## src/verilog/riscv_isa_pkg.sv

```systemverilog
////////////////////////////////////////////////////////////
// RV32I encoding definitions for the decode stage
// Trimmed opcode classes, fn3 codes, field widths
// and register read-port indices
////////////////////////////////////////////////////////////
`default_nettype none

package riscv_isa_pkg;

    localparam int xlen = 32;
    localparam int reg_addr_w = 5;
    localparam int opcode_class_w = 5;
    localparam int fn3_w = 3;

    // Register file read ports
    localparam int read_ports = 2;
    localparam int rs1_idx = 0;
    localparam int rs2_idx = 1;

    typedef logic [xlen-1:0] instr_t;
    typedef logic [reg_addr_w-1:0] reg_addr_t;
    typedef logic [fn3_w-1:0] fn3_t;

    // Opcode bits [6:2], the low two bits are always 2'b11
    typedef enum logic [opcode_class_w-1:0] {
        op_load      = 5'b00000,
        op_arith_imm = 5'b00100,
        op_auipc     = 5'b00101,
        op_store     = 5'b01000,
        op_arith     = 5'b01100,
        op_lui       = 5'b01101,
        op_branch    = 5'b11000,
        op_jalr      = 5'b11001,
        op_jal       = 5'b11011
    } opcode_class_t;

    // Arith and branch codes overlap, so no enum here
    localparam fn3_t fn3_add_sub = 3'b000;
    localparam fn3_t fn3_sll     = 3'b001;
    localparam fn3_t fn3_slt     = 3'b010;
    localparam fn3_t fn3_sltu    = 3'b011;
    localparam fn3_t fn3_xor     = 3'b100;
    localparam fn3_t fn3_sra     = 3'b101;
    localparam fn3_t fn3_or      = 3'b110;
    localparam fn3_t fn3_and     = 3'b111;
    localparam fn3_t fn3_bltu    = 3'b110;
    localparam fn3_t fn3_bgeu    = 3'b111;

endpackage

`default_nettype wire

```

## src/verilog/issue_pkg.sv

```systemverilog
////////////////////////////////////////////////////////////
// Issue-side structures
// Unit indices, ALU selectors, decode and issue packets,
// register data and the per-unit operand bundles
////////////////////////////////////////////////////////////
`default_nettype none

package issue_pkg;

    localparam int num_units = 3;
    localparam int unit_alu = 0;
    localparam int unit_br = 1;
    localparam int unit_ls = 2;

    typedef logic [num_units-1:0] unit_vec_t;

    typedef enum logic [1:0] {
        alu_constant,
        alu_add_sub,
        alu_slt,
        alu_shift
    } alu_op_t;

    typedef enum logic [1:0] {
        alu_logic_add,
        alu_logic_xor,
        alu_logic_or,
        alu_logic_and
    } alu_logic_op_t;

    ////////////////////////////////////////////////////////////
    // Fetch to decode
    typedef struct packed {
        logic valid;
        logic [riscv_isa_pkg::xlen-1:0] pc;
        riscv_isa_pkg::instr_t instruction;
    } decode_pkt_t;

    typedef struct packed {
        unit_vec_t unit_needed;
        logic [riscv_isa_pkg::read_ports-1:0] uses_rs;
        riscv_isa_pkg::reg_addr_t [riscv_isa_pkg::read_ports-1:0] rs_addr;
        riscv_isa_pkg::fn3_t fn3;
        riscv_isa_pkg::instr_t instruction;
        alu_op_t alu_op;
        alu_logic_op_t alu_logic_op;
        logic alu_subtract;
        logic alu_imm_type;
        // pc+4, pc+imm or imm
        logic [riscv_isa_pkg::xlen-1:0] constant;
        logic [20:0] pc_offset;
        logic jal;
        logic jalr;
        logic br_signed;
        logic [11:0] ls_offset;
        logic load;
        logic store;
    } decoded_t;

    typedef struct packed {
        decoded_t dec;
        logic [riscv_isa_pkg::xlen-1:0] pc;
    } issue_pkt_t;

    typedef struct packed {
        logic [riscv_isa_pkg::read_ports-1:0][riscv_isa_pkg::xlen-1:0] data;
    } rf_data_t;

    ////////////////////////////////////////////////////////////
    // Unit operand bundles
    typedef struct packed {
        logic [riscv_isa_pkg::xlen:0] in1;
        logic [riscv_isa_pkg::xlen:0] in2;
        logic [4:0] shift_amount;
        logic lshift;
        logic arith;
        logic [riscv_isa_pkg::xlen-1:0] shifter_in;
        logic [riscv_isa_pkg::xlen-1:0] constant_adder;
        logic subtract;
        alu_logic_op_t logic_op;
        alu_op_t alu_op;
    } alu_inputs_t;

    typedef struct packed {
        logic [riscv_isa_pkg::xlen:0] rs1;
        logic [riscv_isa_pkg::xlen:0] rs2;
        riscv_isa_pkg::fn3_t fn3;
        logic [20:0] pc_offset;
        logic jal;
        logic jalr;
        logic jal_jalr;
        logic [riscv_isa_pkg::xlen-1:0] issue_pc;
        logic [riscv_isa_pkg::xlen-1:0] pc_p4;
    } branch_inputs_t;

    typedef struct packed {
        logic [11:0] offset;
        logic load;
        logic store;
        riscv_isa_pkg::fn3_t fn3;
        logic [riscv_isa_pkg::xlen-1:0] rs1;
        logic [riscv_isa_pkg::xlen-1:0] rs2;
    } ls_inputs_t;

endpackage

`default_nettype wire

```

## src/verilog/opcode_decoder.sv

```systemverilog
////////////////////////////////////////////////////////////
// Opcode decoder
// Unit choice, source register use and unit controls
// for one fetched instruction, purely combinational
////////////////////////////////////////////////////////////
`timescale 1ns/1ps
`default_nettype none

module opcode_decoder (
    input  issue_pkg::decode_pkt_t decode_i,
    output issue_pkg::decoded_t    decoded_o
);
    import riscv_isa_pkg::*;
    import issue_pkg::*;

    instr_t instr;
    opcode_class_t opc;
    fn3_t fn3;
    logic [19:0] jal_imm;
    logic [11:0] jalr_imm;
    logic [11:0] br_imm;

    assign instr = decode_i.instruction;
    assign opc = opcode_class_t'(instr[6:2]);
    assign fn3 = instr[14:12];

    assign jal_imm = {instr[31], instr[19:12], instr[20], instr[30:21]};
    assign jalr_imm = instr[31:20];
    assign br_imm = {instr[31], instr[7], instr[30:25], instr[11:8]};

    always_comb begin
        decoded_o = '0;
        decoded_o.instruction = instr;
        decoded_o.fn3 = fn3;
        decoded_o.rs_addr[rs1_idx] = instr[19:15];
        decoded_o.rs_addr[rs2_idx] = instr[24:20];

        // Stores forward their data, so rs2 is not a hazard for them
        decoded_o.uses_rs[rs1_idx] = opc inside {op_jalr, op_branch, op_load, op_store,
                                                 op_arith_imm, op_arith};
        decoded_o.uses_rs[rs2_idx] = opc inside {op_branch, op_arith};

        ////////////////////////////////////////////////////////////
        // Unit choice
        decoded_o.unit_needed[unit_br] = opc inside {op_branch, op_jal, op_jalr};
        decoded_o.unit_needed[unit_alu] = opc inside {op_arith, op_arith_imm, op_auipc,
                                                      op_lui, op_jal, op_jalr};
        decoded_o.unit_needed[unit_ls] = opc inside {op_load, op_store};

        ////////////////////////////////////////////////////////////
        // ALU controls
        case (opc) inside
            op_lui, op_auipc, op_jal, op_jalr: decoded_o.alu_op = alu_constant;
            default: begin
                case (fn3)
                    fn3_slt, fn3_sltu: decoded_o.alu_op = alu_slt;
                    fn3_sll, fn3_sra: decoded_o.alu_op = alu_shift;
                    default: decoded_o.alu_op = alu_add_sub;
                endcase
            end
        endcase

        case (fn3)
            fn3_xor: decoded_o.alu_logic_op = alu_logic_xor;
            fn3_or: decoded_o.alu_logic_op = alu_logic_or;
            fn3_and: decoded_o.alu_logic_op = alu_logic_and;
            default: decoded_o.alu_logic_op = alu_logic_add;
        endcase

        // SUB only exists in the register form
        decoded_o.alu_subtract = (fn3 inside {fn3_slt, fn3_sltu}) ||
                                 ((fn3 == fn3_add_sub) && instr[30] && (opc == op_arith));
        decoded_o.alu_imm_type = (opc == op_arith_imm);

        decoded_o.constant = ((opc == op_lui) ? '0 : decode_i.pc) +
                             ((opc inside {op_lui, op_auipc}) ? {instr[31:12], 12'b0} : 32'd4);

        ////////////////////////////////////////////////////////////
        // Branch and load/store offsets
        case (opc)
            op_jal: decoded_o.pc_offset = 21'(signed'({jal_imm, 1'b0}));
            op_jalr: decoded_o.pc_offset = 21'(signed'(jalr_imm));
            default: decoded_o.pc_offset = 21'(signed'({br_imm, 1'b0}));
        endcase
        decoded_o.jal = (opc == op_jal);
        decoded_o.jalr = (opc == op_jalr);
        decoded_o.br_signed = !(fn3 inside {fn3_bltu, fn3_bgeu});

        decoded_o.ls_offset = (opc == op_store) ? {instr[31:25], instr[11:7]} : instr[31:20];
        decoded_o.load = (opc == op_load);
        decoded_o.store = (opc == op_store);
    end

endmodule

`default_nettype wire

```

## src/verilog/issue_control.sv

```systemverilog
////////////////////////////////////////////////////////////
// Issue control
// Issue stage register, operand hazard check,
// single-unit selection and the fetch advance handshake
////////////////////////////////////////////////////////////
`timescale 1ns/1ps
`default_nettype none

module issue_control (
    input  logic                                clk,
    input  logic                                rst,
    input  logic                                decode_valid_i,
    input  issue_pkg::decoded_t                 decoded_i,
    input  logic [riscv_isa_pkg::xlen-1:0]      pc_i,
    input  logic [riscv_isa_pkg::read_ports-1:0] rf_inuse_i,
    input  issue_pkg::unit_vec_t                unit_ready_i,
    input  logic                                hold_i,
    input  logic                                flush_i,
    output issue_pkg::issue_pkt_t               issue_o,
    output riscv_isa_pkg::reg_addr_t [riscv_isa_pkg::read_ports-1:0] rf_rs_addr_o,
    output issue_pkg::unit_vec_t                issue_to_o,
    output logic                                instruction_issued_o,
    output logic                                decode_advance_o
);
    import riscv_isa_pkg::*;
    import issue_pkg::*;

    issue_pkt_t issue_r;
    logic stage_valid;
    logic stage_ready;
    logic issue_ok;
    logic [read_ports-1:0] rs_conflict;
    unit_vec_t chosen;

    ////////////////////////////////////////////////////////////
    // Issue stage register
    always_ff @(posedge clk) begin
        if (rst || flush_i) begin
            stage_valid <= 1'b0;
        end else if (stage_ready) begin
            stage_valid <= decode_valid_i;
        end
    end

    always_ff @(posedge clk) begin
        if (stage_ready && decode_valid_i) begin
            issue_r.dec <= decoded_i;
            issue_r.pc <= pc_i;
        end
    end

    ////////////////////////////////////////////////////////////
    // Issue decision
    // Only sources the instruction actually reads can block it
    assign rs_conflict = rf_inuse_i & issue_r.dec.uses_rs;

    // Jumps also need the ALU bundle but go to the branch unit only
    always_comb begin
        chosen = '0;
        if (issue_r.dec.unit_needed[unit_br]) begin
            chosen[unit_br] = 1'b1;
        end else if (issue_r.dec.unit_needed[unit_alu]) begin
            chosen[unit_alu] = 1'b1;
        end else if (issue_r.dec.unit_needed[unit_ls]) begin
            chosen[unit_ls] = 1'b1;
        end
    end

    assign issue_ok = stage_valid && !(|rs_conflict) && !hold_i && !flush_i;
    assign issue_to_o = {num_units{issue_ok}} & chosen & unit_ready_i;
    assign instruction_issued_o = |issue_to_o;

    // Empty or draining this cycle
    assign stage_ready = (!stage_valid || instruction_issued_o) && !hold_i;
    assign decode_advance_o = decode_valid_i && stage_ready;

    assign issue_o = issue_r;
    assign rf_rs_addr_o = issue_r.dec.rs_addr;

endmodule

`default_nettype wire

```

## src/verilog/alu_operand_builder.sv

```systemverilog
////////////////////////////////////////////////////////////
// ALU operand builder
// Adder, logic and shifter inputs from the issue stage
////////////////////////////////////////////////////////////
`timescale 1ns/1ps
`default_nettype none

module alu_operand_builder (
    input  issue_pkg::issue_pkt_t  issue_i,
    input  issue_pkg::rf_data_t    rf_data_i,
    output issue_pkg::alu_inputs_t alu_inputs_o
);
    import riscv_isa_pkg::*;
    import issue_pkg::*;

    logic [xlen-1:0] rs1_data;
    logic [xlen-1:0] rs2_data;
    logic [xlen-1:0] op2;
    instr_t instr;
    logic signed_ext;

    assign rs1_data = rf_data_i.data[rs1_idx];
    assign rs2_data = rf_data_i.data[rs2_idx];
    assign instr = issue_i.dec.instruction;

    // I-immediate for the immediate forms
    assign op2 = issue_i.dec.alu_imm_type ? {{20{instr[31]}}, instr[31:20]} : rs2_data;

    // Unsigned compare needs a zero top bit
    assign signed_ext = (issue_i.dec.fn3 != fn3_sltu);

    always_comb begin
        alu_inputs_o.in1 = {rs1_data[xlen-1] & signed_ext, rs1_data};
        alu_inputs_o.in2 = {op2[xlen-1] & signed_ext, op2};

        // Shifter
        alu_inputs_o.shift_amount = issue_i.dec.alu_imm_type ?
                                    issue_i.dec.rs_addr[rs2_idx] : rs2_data[4:0];
        alu_inputs_o.lshift = ~issue_i.dec.fn3[2];
        alu_inputs_o.arith = rs1_data[xlen-1] & instr[30];
        alu_inputs_o.shifter_in = rs1_data;

        // LUI, AUIPC and jump link values
        alu_inputs_o.constant_adder = issue_i.dec.constant;

        alu_inputs_o.subtract = issue_i.dec.alu_subtract;
        alu_inputs_o.logic_op = issue_i.dec.alu_logic_op;
        alu_inputs_o.alu_op = issue_i.dec.alu_op;
    end

endmodule

`default_nettype wire

```

## src/verilog/target_operand_builder.sv

```systemverilog
////////////////////////////////////////////////////////////
// Target operand builder
// Branch unit bundle and load/store unit bundle,
// both carrying a registered offset
////////////////////////////////////////////////////////////
`timescale 1ns/1ps
`default_nettype none

module target_operand_builder (
    input  issue_pkg::issue_pkt_t     issue_i,
    input  issue_pkg::rf_data_t       rf_data_i,
    output issue_pkg::branch_inputs_t branch_inputs_o,
    output issue_pkg::ls_inputs_t     ls_inputs_o
);
    import riscv_isa_pkg::*;

    logic [xlen-1:0] rs1_data;
    logic [xlen-1:0] rs2_data;

    assign rs1_data = rf_data_i.data[rs1_idx];
    assign rs2_data = rf_data_i.data[rs2_idx];

    ////////////////////////////////////////////////////////////
    // Branch unit
    always_comb begin
        // BLTU and BGEU compare with a zero top bit
        branch_inputs_o.rs1 = {rs1_data[xlen-1] & issue_i.dec.br_signed, rs1_data};
        branch_inputs_o.rs2 = {rs2_data[xlen-1] & issue_i.dec.br_signed, rs2_data};
        branch_inputs_o.fn3 = issue_i.dec.fn3;
        branch_inputs_o.pc_offset = issue_i.dec.pc_offset;
        branch_inputs_o.jal = issue_i.dec.jal;
        branch_inputs_o.jalr = issue_i.dec.jalr;
        branch_inputs_o.jal_jalr = issue_i.dec.jal | issue_i.dec.jalr;
        branch_inputs_o.issue_pc = issue_i.pc;
        // Constant is pc+4 for every branch-unit opcode
        branch_inputs_o.pc_p4 = issue_i.dec.constant;
    end

    ////////////////////////////////////////////////////////////
    // Load/store unit
    always_comb begin
        ls_inputs_o.offset = issue_i.dec.ls_offset;
        ls_inputs_o.load = issue_i.dec.load;
        ls_inputs_o.store = issue_i.dec.store;
        ls_inputs_o.fn3 = issue_i.dec.fn3;
        ls_inputs_o.rs1 = rs1_data;
        ls_inputs_o.rs2 = rs2_data;
    end

endmodule

`default_nettype wire

```

## src/verilog/decode_and_issue.sv

```systemverilog
////////////////////////////////////////////////////////////
// Decode and issue stage top level
// Decoder, issue control and the operand builders
////////////////////////////////////////////////////////////
`timescale 1ns/1ps
`default_nettype none

module decode_and_issue (
    input  logic                                clk,
    input  logic                                rst,
    input  issue_pkg::decode_pkt_t              decode_i,
    output logic                                decode_advance_o,
    output riscv_isa_pkg::reg_addr_t [riscv_isa_pkg::read_ports-1:0] rf_rs_addr_o,
    input  logic [riscv_isa_pkg::read_ports-1:0] rf_inuse_i,
    input  issue_pkg::rf_data_t                 rf_data_i,
    input  issue_pkg::unit_vec_t                unit_ready_i,
    input  logic                                hold_i,
    input  logic                                flush_i,
    output issue_pkg::unit_vec_t                issue_to_o,
    output logic                                instruction_issued_o,
    output issue_pkg::alu_inputs_t              alu_inputs_o,
    output issue_pkg::branch_inputs_t           branch_inputs_o,
    output issue_pkg::ls_inputs_t               ls_inputs_o
);
    import issue_pkg::*;

    decoded_t decoded;
    issue_pkt_t issue_pkt;

    opcode_decoder u_decoder (
        .decode_i  (decode_i),
        .decoded_o (decoded)
    );

    issue_control u_issue (
        .clk                  (clk),
        .rst                  (rst),
        .decode_valid_i       (decode_i.valid),
        .decoded_i            (decoded),
        .pc_i                 (decode_i.pc),
        .rf_inuse_i           (rf_inuse_i),
        .unit_ready_i         (unit_ready_i),
        .hold_i               (hold_i),
        .flush_i              (flush_i),
        .issue_o              (issue_pkt),
        .rf_rs_addr_o         (rf_rs_addr_o),
        .issue_to_o           (issue_to_o),
        .instruction_issued_o (instruction_issued_o),
        .decode_advance_o     (decode_advance_o)
    );

    alu_operand_builder u_alu_ops (
        .issue_i      (issue_pkt),
        .rf_data_i    (rf_data_i),
        .alu_inputs_o (alu_inputs_o)
    );

    target_operand_builder u_target_ops (
        .issue_i         (issue_pkt),
        .rf_data_i       (rf_data_i),
        .branch_inputs_o (branch_inputs_o),
        .ls_inputs_o     (ls_inputs_o)
    );

endmodule

`default_nettype wire

```

## config.mk

```make
export PLATFORM = sky130hd
export DESIGN_NAME = decode_and_issue
export DESIGN_NICKNAME = d
export VERILOG_FILES = /design/src/verilog/riscv_isa_pkg.sv /design/src/verilog/issue_pkg.sv /design/src/verilog/opcode_decoder.sv /design/src/verilog/issue_control.sv /design/src/verilog/alu_operand_builder.sv /design/src/verilog/target_operand_builder.sv /design/src/verilog/decode_and_issue.sv
export SDC_FILE = /design/constraint.sdc
export NUM_CORES = 1
export LEC_CHECK = 0
export BUFFER_PORTS_ARGS = -buffer_cell sky130_fd_sc_hd__buf_4
export CORE_AREA = 3 3 209 211
export DETAILED_ROUTE_END_ITERATION = 16
export DIE_AREA = 0 0 212 214
export RECOVER_POWER = 25
export SYNTH_ARGS = -nofsm -noshare
export SYNTH_HDL_FRONTEND = slang
export SYNTH_SLANG_ARGS = --single-unit
```

## constraint.sdc

```tcl
create_clock -name clk -period 9.18 [get_ports clk]
set_input_delay 1.836 -clock clk [delete_from_list [all_inputs] [get_ports clk]]
set_output_delay 1.836 -clock clk [all_outputs]
set_load 0.03 [all_outputs]
```

Yosys cells after proc, flatten, opt, wreduce, memory -nomap -nowiden
Cells that the tools add are included.

Reduce and logical (&&, ||, !) cells: 30. Add/sub/neg operators: 1. Equality and inequality tests: 16. Bitwise logic cells: 10. Mux-type cells: 14.

Operator list (count): $mux 32 (3); $pmux 20 s2 (1); $add 32x32->32 (1); $eq 5x4->1 const B (3); $eq 5x5->1 const B (3); $eq 3x3->1 const B (4); $reduce_bool 6->1 (2); $eq 5x3->1 const B (2); $mux 5 (2); $reduce_bool 2->1 (5); $logic_and 1x1->1 (7); $and 3x3->3 (2); $eq 3x2->1 const B (2); $mux 1 (6); $pmux 2 s3 (1); $reduce_or 2->1 (3); $and 1x1->1 (5); $logic_not 1->1 (5); $logic_not 5->1 (1); $pmux 2 s2 (1); $reduce_or 4->1 (1); $eq 3x1->1 const B (1); $logic_not 3->1 (1); $logic_or 1x1->1 (3); 6 further kinds (6).

Output and inout port bits: 395. Bits of input ports: 138. Word-level logic and storage cells: 91. Flip-flop bits (word level): 159.

Logic depth before layout (Yosys ltp)
Gate-level depths: netlist of run 1.

Depth after elaboration: 12. Gate-level depth with buffers: 13. Depth with buffers taken out: 11.

Cells and area by module
Synthesis of run 1 repeated with hierarchy kept, for this count alone.

Cell total of the unflattened synthesis: 990. Area total of the unflattened synthesis: 10452.5 um^2.

By module, submodules not included: issue_control (cells an instance 189, instances 1, sequential area each 4764.6 um^2, area each 4977.3 um^2); opcode_decoder (cells an instance 376, instances 1, sequential area each 0.0 um^2, area each 2473.6 um^2); target_operand_builder (cells an instance 238, instances 1, sequential area each 0.0 um^2, area each 1783.0 um^2); alu_operand_builder (cells an instance 187, instances 1, sequential area each 0.0 um^2, area each 1218.7 um^2).

Worst setup path after synthesis of run 1
No wires, ideal clock.

Kind: input -> output. Start: in rf_inuse_i[0] in the netlist's numbering. End: out decode_advance_o. Buffers on the path: 0. Data required time: 7344 ps. Stages on the path: 4. Arrival: 8016 ps. Slack: -672 ps. Cells stage by stage: a22oi_1 > nand3_1 > o21ai_0 > nor2b_1.

Longest elaborated chain between the ends: 12.

Ends and longest elaborated chain: start, declared (RTL line decode_and_issue.sv:14) `input logic [riscv_isa_pkg::read_ports-1:0] rf_inuse_i,`; $and 2x2->2 (RTL line issue_control.sv:55) `assign rs_conflict = rf_inuse_i & issue_r.dec.uses_rs;`; $reduce_or 2->1 (RTL line issue_control.sv:69) `assign issue_ok = stage_valid && !(|rs_conflict) && !hold_i && !flush_i;`; $logic_not 1->1 (RTL line issue_control.sv:69); $logic_and 1x1->1 (3 in series) (RTL line issue_control.sv:69); $and 3x3->3 (2 in series) (RTL line issue_control.sv:70) `assign issue_to_o = {num_units{issue_ok}} & chosen & unit_ready_i;`; $reduce_or 3->1 (RTL line issue_control.sv:71) `assign instruction_issued_o = |issue_to_o;`; $logic_or 1x1->1 (RTL line issue_control.sv:74) `assign stage_ready = (!stage_valid || instruction_issued_o) && !hold_i;`; $logic_and 1x1->1 (RTL line issue_control.sv:74); $logic_and 1x1->1 (RTL line issue_control.sv:75) `assign decode_advance_o = decode_valid_i && stage_ready;`; end, declared (RTL line decode_and_issue.sv:12) `output logic decode_advance_o,`.

Every way passes these cells.

Worst setup path in the final report of run 1
Ends and elaborated chain as after synthesis.

==> results_dict.tcl, run 1 <==
set metrics [dict create \
    min_path_cells 2 \
    cpMaxStageDelayCell "buf_4" \
    vias_per_cell 3.87 \
    drc 0 \
    ys_seq_elements 120 \
    pin_count 533 \
    grt_max_degree 72 \
    syn-instance-count 875 \
    syn-num-nets 1034 \
    worstPathMaxFanout 18 \
    met3_usage 0.0431 \
    max_freq_mhz 194 \
    filler_cell_count 4558 \
    critPathLaunch "rf_inuse_i[0]" \
    design.die.area_sq_mm 0.0454 \
    cts_tree "built" \
    numCtsBuffers 17 \
    dr_total_vias 5633 \
    crit_top_cell "buf_4" \
    row_count 75 \
    clk_pin_slew_ns 0.06 \
    fp.dieW_um 212 \
    setup_viol 0 \
    die_h_um 214 \
    globalRouteOverflowTotal 0 \
    finalMaxSlewViolations 0 \
    clock-sinks 120 \
    cts-resized-gates 0 \
    ff2ff_setup_slack_ns 6.42 \
    io_buffer_count 375 \
    period_share 0.561 \
    hold_path_class "reg -> reg" \
    wirelength_um 28200 \
    tightest_slew_ns 0.987 \
    relSlewSlack 0.342 \
    r2r_start "u_issue.issue_o[155]" \
    instances_no_fill 1455 \
    r2r-end "u_issue.issue_o[103]" \
    insertion_delay_ns 0.44 \
    criticalPathCategory "in -> out" \
    power_density_mw_per_mm2 175 \
    cp-end-kind "output pin" \
    fin_crit_ns 5.15 \
    initial_core_util 0.208 \
    cts_root_buffer "clkbuf_16" \
    status "finished, final reports clean" \
    cts_setup_buffers 0 \
    grt_pass1_wl_um 39200 \
    r2r_cells 7 \
    synth_top_flop_cell "edfxtp_1" \
    ant_nets 0 \
    clockBufferDepth 2 \
    busiest_layer "met2" \
    hold_start "u_issue.stage_valid" \
    start_kind "primary input" \
    skew_ns 0.00591 \
    seq_area_frac_synth 0.412 \
    synthDistinctLibCells 55 \
    h-tree-depth 4 \
    use_met1 0.133 \
    ir_drop_v 0.000120 \
    dr.pass1.iters 6 \
    grt_setup_unrepaired "false" \
    syn_area_sq_mm 0.00873 \
    drive_gt1_frac 0.341 \
    syn_avg_cell_area_sq_um 9.98 \
    track_usage 0.121 \
    hold_viol 0 \
    async_reset_ff_frac 0 \
    areaGrowthSynthToFinish_pct 10.8 \
    synth_edf_count 119 \
    arrival_ns 3.31 \
    p_leak_nw 3.93 \
    grt_pass1_vias 5654 \
    detail_route.iter0.violations 242 \
    ys_warn_count 0 \
    gp_congestion 0.821 \
    grt_antenna_before_repair 6 \
    setup_tns_ns 0 \
    cpPeakStageDelay_ns 0.31 \
    hold-path-endpoint "u_issue.stage_valid" \
    dp.cells 1420 \
    met2_usage 0.216 \
    crit_chain "clkbuf_1, a22oi_1, nand3_1, o21ai_0, nor2b_4, buf_4, buf_4" \
    cts_hold_buf 0 \
    final_nets 1059 \
    wl_per_cell_um 19.4 \
    maxCapViolCount 0 \
    worstPathRequired_ns 7.34 \
    hpwlAfterDp_um 22900 \
    core-area_sq_mm 0.0419 \
]
sequential cells by signal (all words and copies together), names as in the netlist:
| register | count |
|---|---|
| u_issue.stage_valid | 1 |
| u_issue.issue_o | 119 |
layout make-up:
cell class	count	area (sq um)	area share
antenna	3	7.51	0.000776
inverter	31	116	0.0120
tap	539	674	0.0697
multi-input combinational	349	2290	0.237
sequential	120	3590	0.372
clock buffer	18	429	0.0444
clock inverter	14	175	0.0181
timing repair buffer	381	2380	0.246
worst max-delay path by stage:
stage                                      to  slack (ns)
after detailed placement  u_issue.issue_o[94]        3.87
after floorplan              decode_advance_o        1.67
after global placement    u_issue.issue_o[94]        3.89
final                        decode_advance_o        4.03
after CTS                    decode_advance_o        3.98
after global routing         decode_advance_o        3.86
routing by layer:
metal / share of wire / routed length [um]
met1: 0.39 / 11100
met3: 0.075 / 2130
met4: 0.015 / 430
met2: 0.52 / 14600
met5: 0.00071 / 20
stage by stage:
stage	hold WS, ns	util	area, sq um	power, W	worst slack [ns]
2_1_floorplan	0.473	-	8730	0.00102	1.67
3_3_place_gp	0.508	0.227	9540	0.00103	3.89
3_5_place_dp	0.531	0.227	9540	0.00103	3.87
4_1_cts	0.541	0.242	10100	0.00175	3.98
5_1_grt	0.576	0.230	9660	0.00177	3.86
6_report	0.541	0.231	9670	0.00169	4.03
synth_stat cells (all sizes together) (2+ instances only):
cell / number / area share
o211ai: 2 / 0.0017
nor4: 2 / 0.0014
o21a: 2 / 0.0017
nor3: 10 / 0.0057
xnor2: 18 / 0.018
mux2i: 3 / 0.0034
buf: 353 / 0.30
nand2: 57 / 0.025
nor2: 31 / 0.013
o21ai: 36 / 0.021
edfxtp: 119 / 0.41
nand3b: 2 / 0.0017
and2: 50 / 0.036
ha: 21 / 0.030
a21o: 6 / 0.0052
a211oi: 7 / 0.0080
a21oi: 24 / 0.014
or2: 3 / 0.0022
o21bai: 3 / 0.0030
mux2: 16 / 0.021
and3: 6 / 0.0043
a31oi: 2 / 0.0014
xor2: 10 / 0.010
nor2b: 2 / 0.0014
a22oi: 2 / 0.0017
nand3: 10 / 0.0057
nand4: 6 / 0.0043
inv: 30 / 0.013
clkbuf: 22 / 0.0095
power by group:
group	switching (W)	internal, W
Combinational	0.000232	0.000113
Clock	0.000268	0.000428
Sequential	0.0000120	0.000636
Total	0.000512	0.00118
worst max-delay path: cells and delay by family:
family,cells,cell delay (ns)
AOI/OAI and AO/OA,2,0.47
buffers and inverters,3,0.64
and+or+nand+nor,2,0.36
layout by cell type, fill, tap and decap left out, types with 10 or more instances in the layout:
cell type and count:
xnor2_1 18, clkbuf_4 11, nand3_1 10, ha_1 21
nor3_1 10, nor2_1 31, nand2_1 57, buf_4 242
mux2_2 16, clkbuf_1 129, edfxtp_1 119, a21oi_1 24
o21ai_0 35, inv_1 30, clkbuf_16 17, and2_1 48
xor2_1 10
logic make-up after synthesis:
| kind of cell | Yosys count | synth area share |
|---|---|---|
| buffers and inverters | 406 | 0.326 |
| and+or+nand+nor | 186 | 0.108 |
| DFF | 120 | 0.412 |
| AOI/OAI and AO/OA | 95 | 0.0718 |
| xor gates and xnor gates | 28 | 0.0281 |
| adders and majority gates | 21 | 0.0301 |
| muxes | 19 | 0.0241 |
(Power assumes the default switching activity.)
==> inputs of run 2 (changes only) <==
==> constraint.sdc (replaced) <==
create_clock -name clk -period 4.85 [get_ports clk]
set_input_delay 0.97 -clock clk [delete_from_list [all_inputs] [get_ports clk]]
set_output_delay 0.97 -clock clk [all_outputs]
set_load 0.03 [all_outputs]
==> results_dict.tcl, run 2 (synthesis gave the netlist of run 1 again) <==
set metrics [dict create \
    status "finished, final reports clean" \
    grt_setup_unrepaired "false" \
    grt_antenna_before_repair 2 \
    cts_setup_buffers 0 \
    hpwlAfterDp_um 22600 \
    power_density_mw_per_mm2 329 \
    h-tree-depth 4 \
    grt_max_degree 120 \
    io_buffer_count 375 \
    globalRouteOverflowTotal 0 \
    finalMaxSlewViolations 0 \
    track_usage 0.121 \
    cts_hold_buf 0 \
    worstPathRequired_ns 5.03 \
    gp_congestion 0.809 \
    clock-sinks 120 \
    grt_pass1_vias 5700 \
    wl_per_cell_um 19.6 \
    drc 0 \
    initial_core_util 0.208 \
    worstPathMaxFanout 11 \
    fp.dieW_um 212 \
    start_kind "primary input" \
    criticalPathCategory "in -> reg" \
    arrival_ns 4.14 \
    hold_viol 0 \
    drive_gt1_frac 0.426 \
    dr.pass1.iters 4 \
    numCtsBuffers 17 \
    final_cell_mix "325 x buf_4, 119 x edfxtp_1, 57 x nand2_1, 49 x clkbuf_1, 48 x and2_1" \
    max_freq_mhz 252 \
    ir_drop_v 0.000183 \
    dr_total_vias 5717 \
    clockBufferDepth 2 \
    areaGrowthSynthToFinish_pct 14.4 \
    insertion_delay_ns 0.45 \
    core-area_sq_mm 0.0419 \
    r2r_cells 5 \
    wirelength_um 28400 \
    skew_ns 0.0106 \
    cts_tree "built" \
    hold_path_class "reg -> reg" \
    design.die.area_sq_mm 0.0454 \
    final_common_cell "buf_4" \
    grt_pass1_wl_um 38800 \
    largest_reg_flops 119 \
    clk_pin_slew_ns 0.06 \
    period_share 0.817 \
    antennaDiodeCount 0 \
    pin_count 533 \
    die_h_um 214 \
    cp-end-kind "flop" \
    tightest_slew_ns 0.722 \
    detail_route.iter0.violations 204 \
    setup_tns_ns 0 \
    filler_cell_count 4461 \
    row_count 75 \
    maxCapViolCount 0 \
    fin_crit_ns 3.96 \
    final_nets 1059 \
    min_path_cells 2 \
    p_leak_nw 4.23 \
    cts_root_buffer "clkbuf_16" \
    ant_nets 0 \
    relSlewSlack 0.519 \
    vias_per_cell 3.94 \
    cts-resized-gates 0 \
    setup_viol 0 \
    holdWs_ns 0.521 \
]
run 2: changes by cell type in the layout (fill, tap and decap cells not counted), sizes merged:
| cell | delta |
|---|---|
| inv | -1 |
| clkbuf | -83 |
| bufinv | +1 |
| clkinv | -1 |
| diode | -3 |
| buf | +84 |
run 2: power breakdown:
part	switching, W	internal, W	total (W)	leakage, nW
Combinational	0.000441	0.000239	0.000681	2.82
Clock	0.000522	0.000855	0.00138	0.288
Sequential	0.0000237	0.00120	0.00123	1.12
run 2: layout make-up:
type | instances | area (sq um) | area share
inverters | 31 | 116 | 0.0117
flip-flops and latches | 120 | 3590 | 0.360
clock inverters | 13 | 178 | 0.0178
clock buffers | 19 | 433 | 0.0434
repair buffers | 381 | 2700 | 0.270
well taps | 539 | 674 | 0.0675
multi-input cells | 349 | 2290 | 0.230
run 2: final timing paths:
path,startpoint,to,slack (ns)
worst min-delay path,u_issue.stage_valid,u_issue.stage_valid,0.52
worst max register to register,u_issue.issue_o[153],u_issue.issue_o[2],2.39
worst max-delay path,decode_i[3],u_issue.issue_o[94],0.89
worst min register to register,u_issue.stage_valid,u_issue.stage_valid,0.52
run 2: per-stage QoR:
| step | cells | setup WS [ns] | utilization | power [W] | cell area, sq um |
|---|---|---|---|---|---|
| final | 1452 | 0.888 | 0.238 | 0.00328 | 9980 |
| after global routing | 1452 | 0.700 | 0.238 | 0.00343 | 9980 |
| after CTS | 1452 | 0.985 | 0.242 | 0.00338 | 10200 |
| after detailed placement | 1420 | 0.500 | 0.228 | 0.00195 | 9550 |
| after global placement | 1420 | 0.565 | 0.228 | 0.00195 | 9550 |
| after floorplan | 875 | 0.390 | - | 0.00193 | 8740 |
run 2: layer usage:
layer / global-route usage / share of wire
met5: 0 / 0
met3: 0.0420 / 0.077
met4: 0.0420 / 0.020
met2: 0.217 / 0.52
met1: 0.130 / 0.39
run 2: worst max-delay path, stage by stage:
cell      delay (ns)
clkbuf_1        0.20
and4bb_4        0.40
nand2_1         0.33
and2_1          0.31
ha_1            0.38
a21oi_1         0.18
o21ai_0         0.20
a221oi_4        0.42
o21bai_2        0.17
a311o_1         0.39
xor2_1          0.16
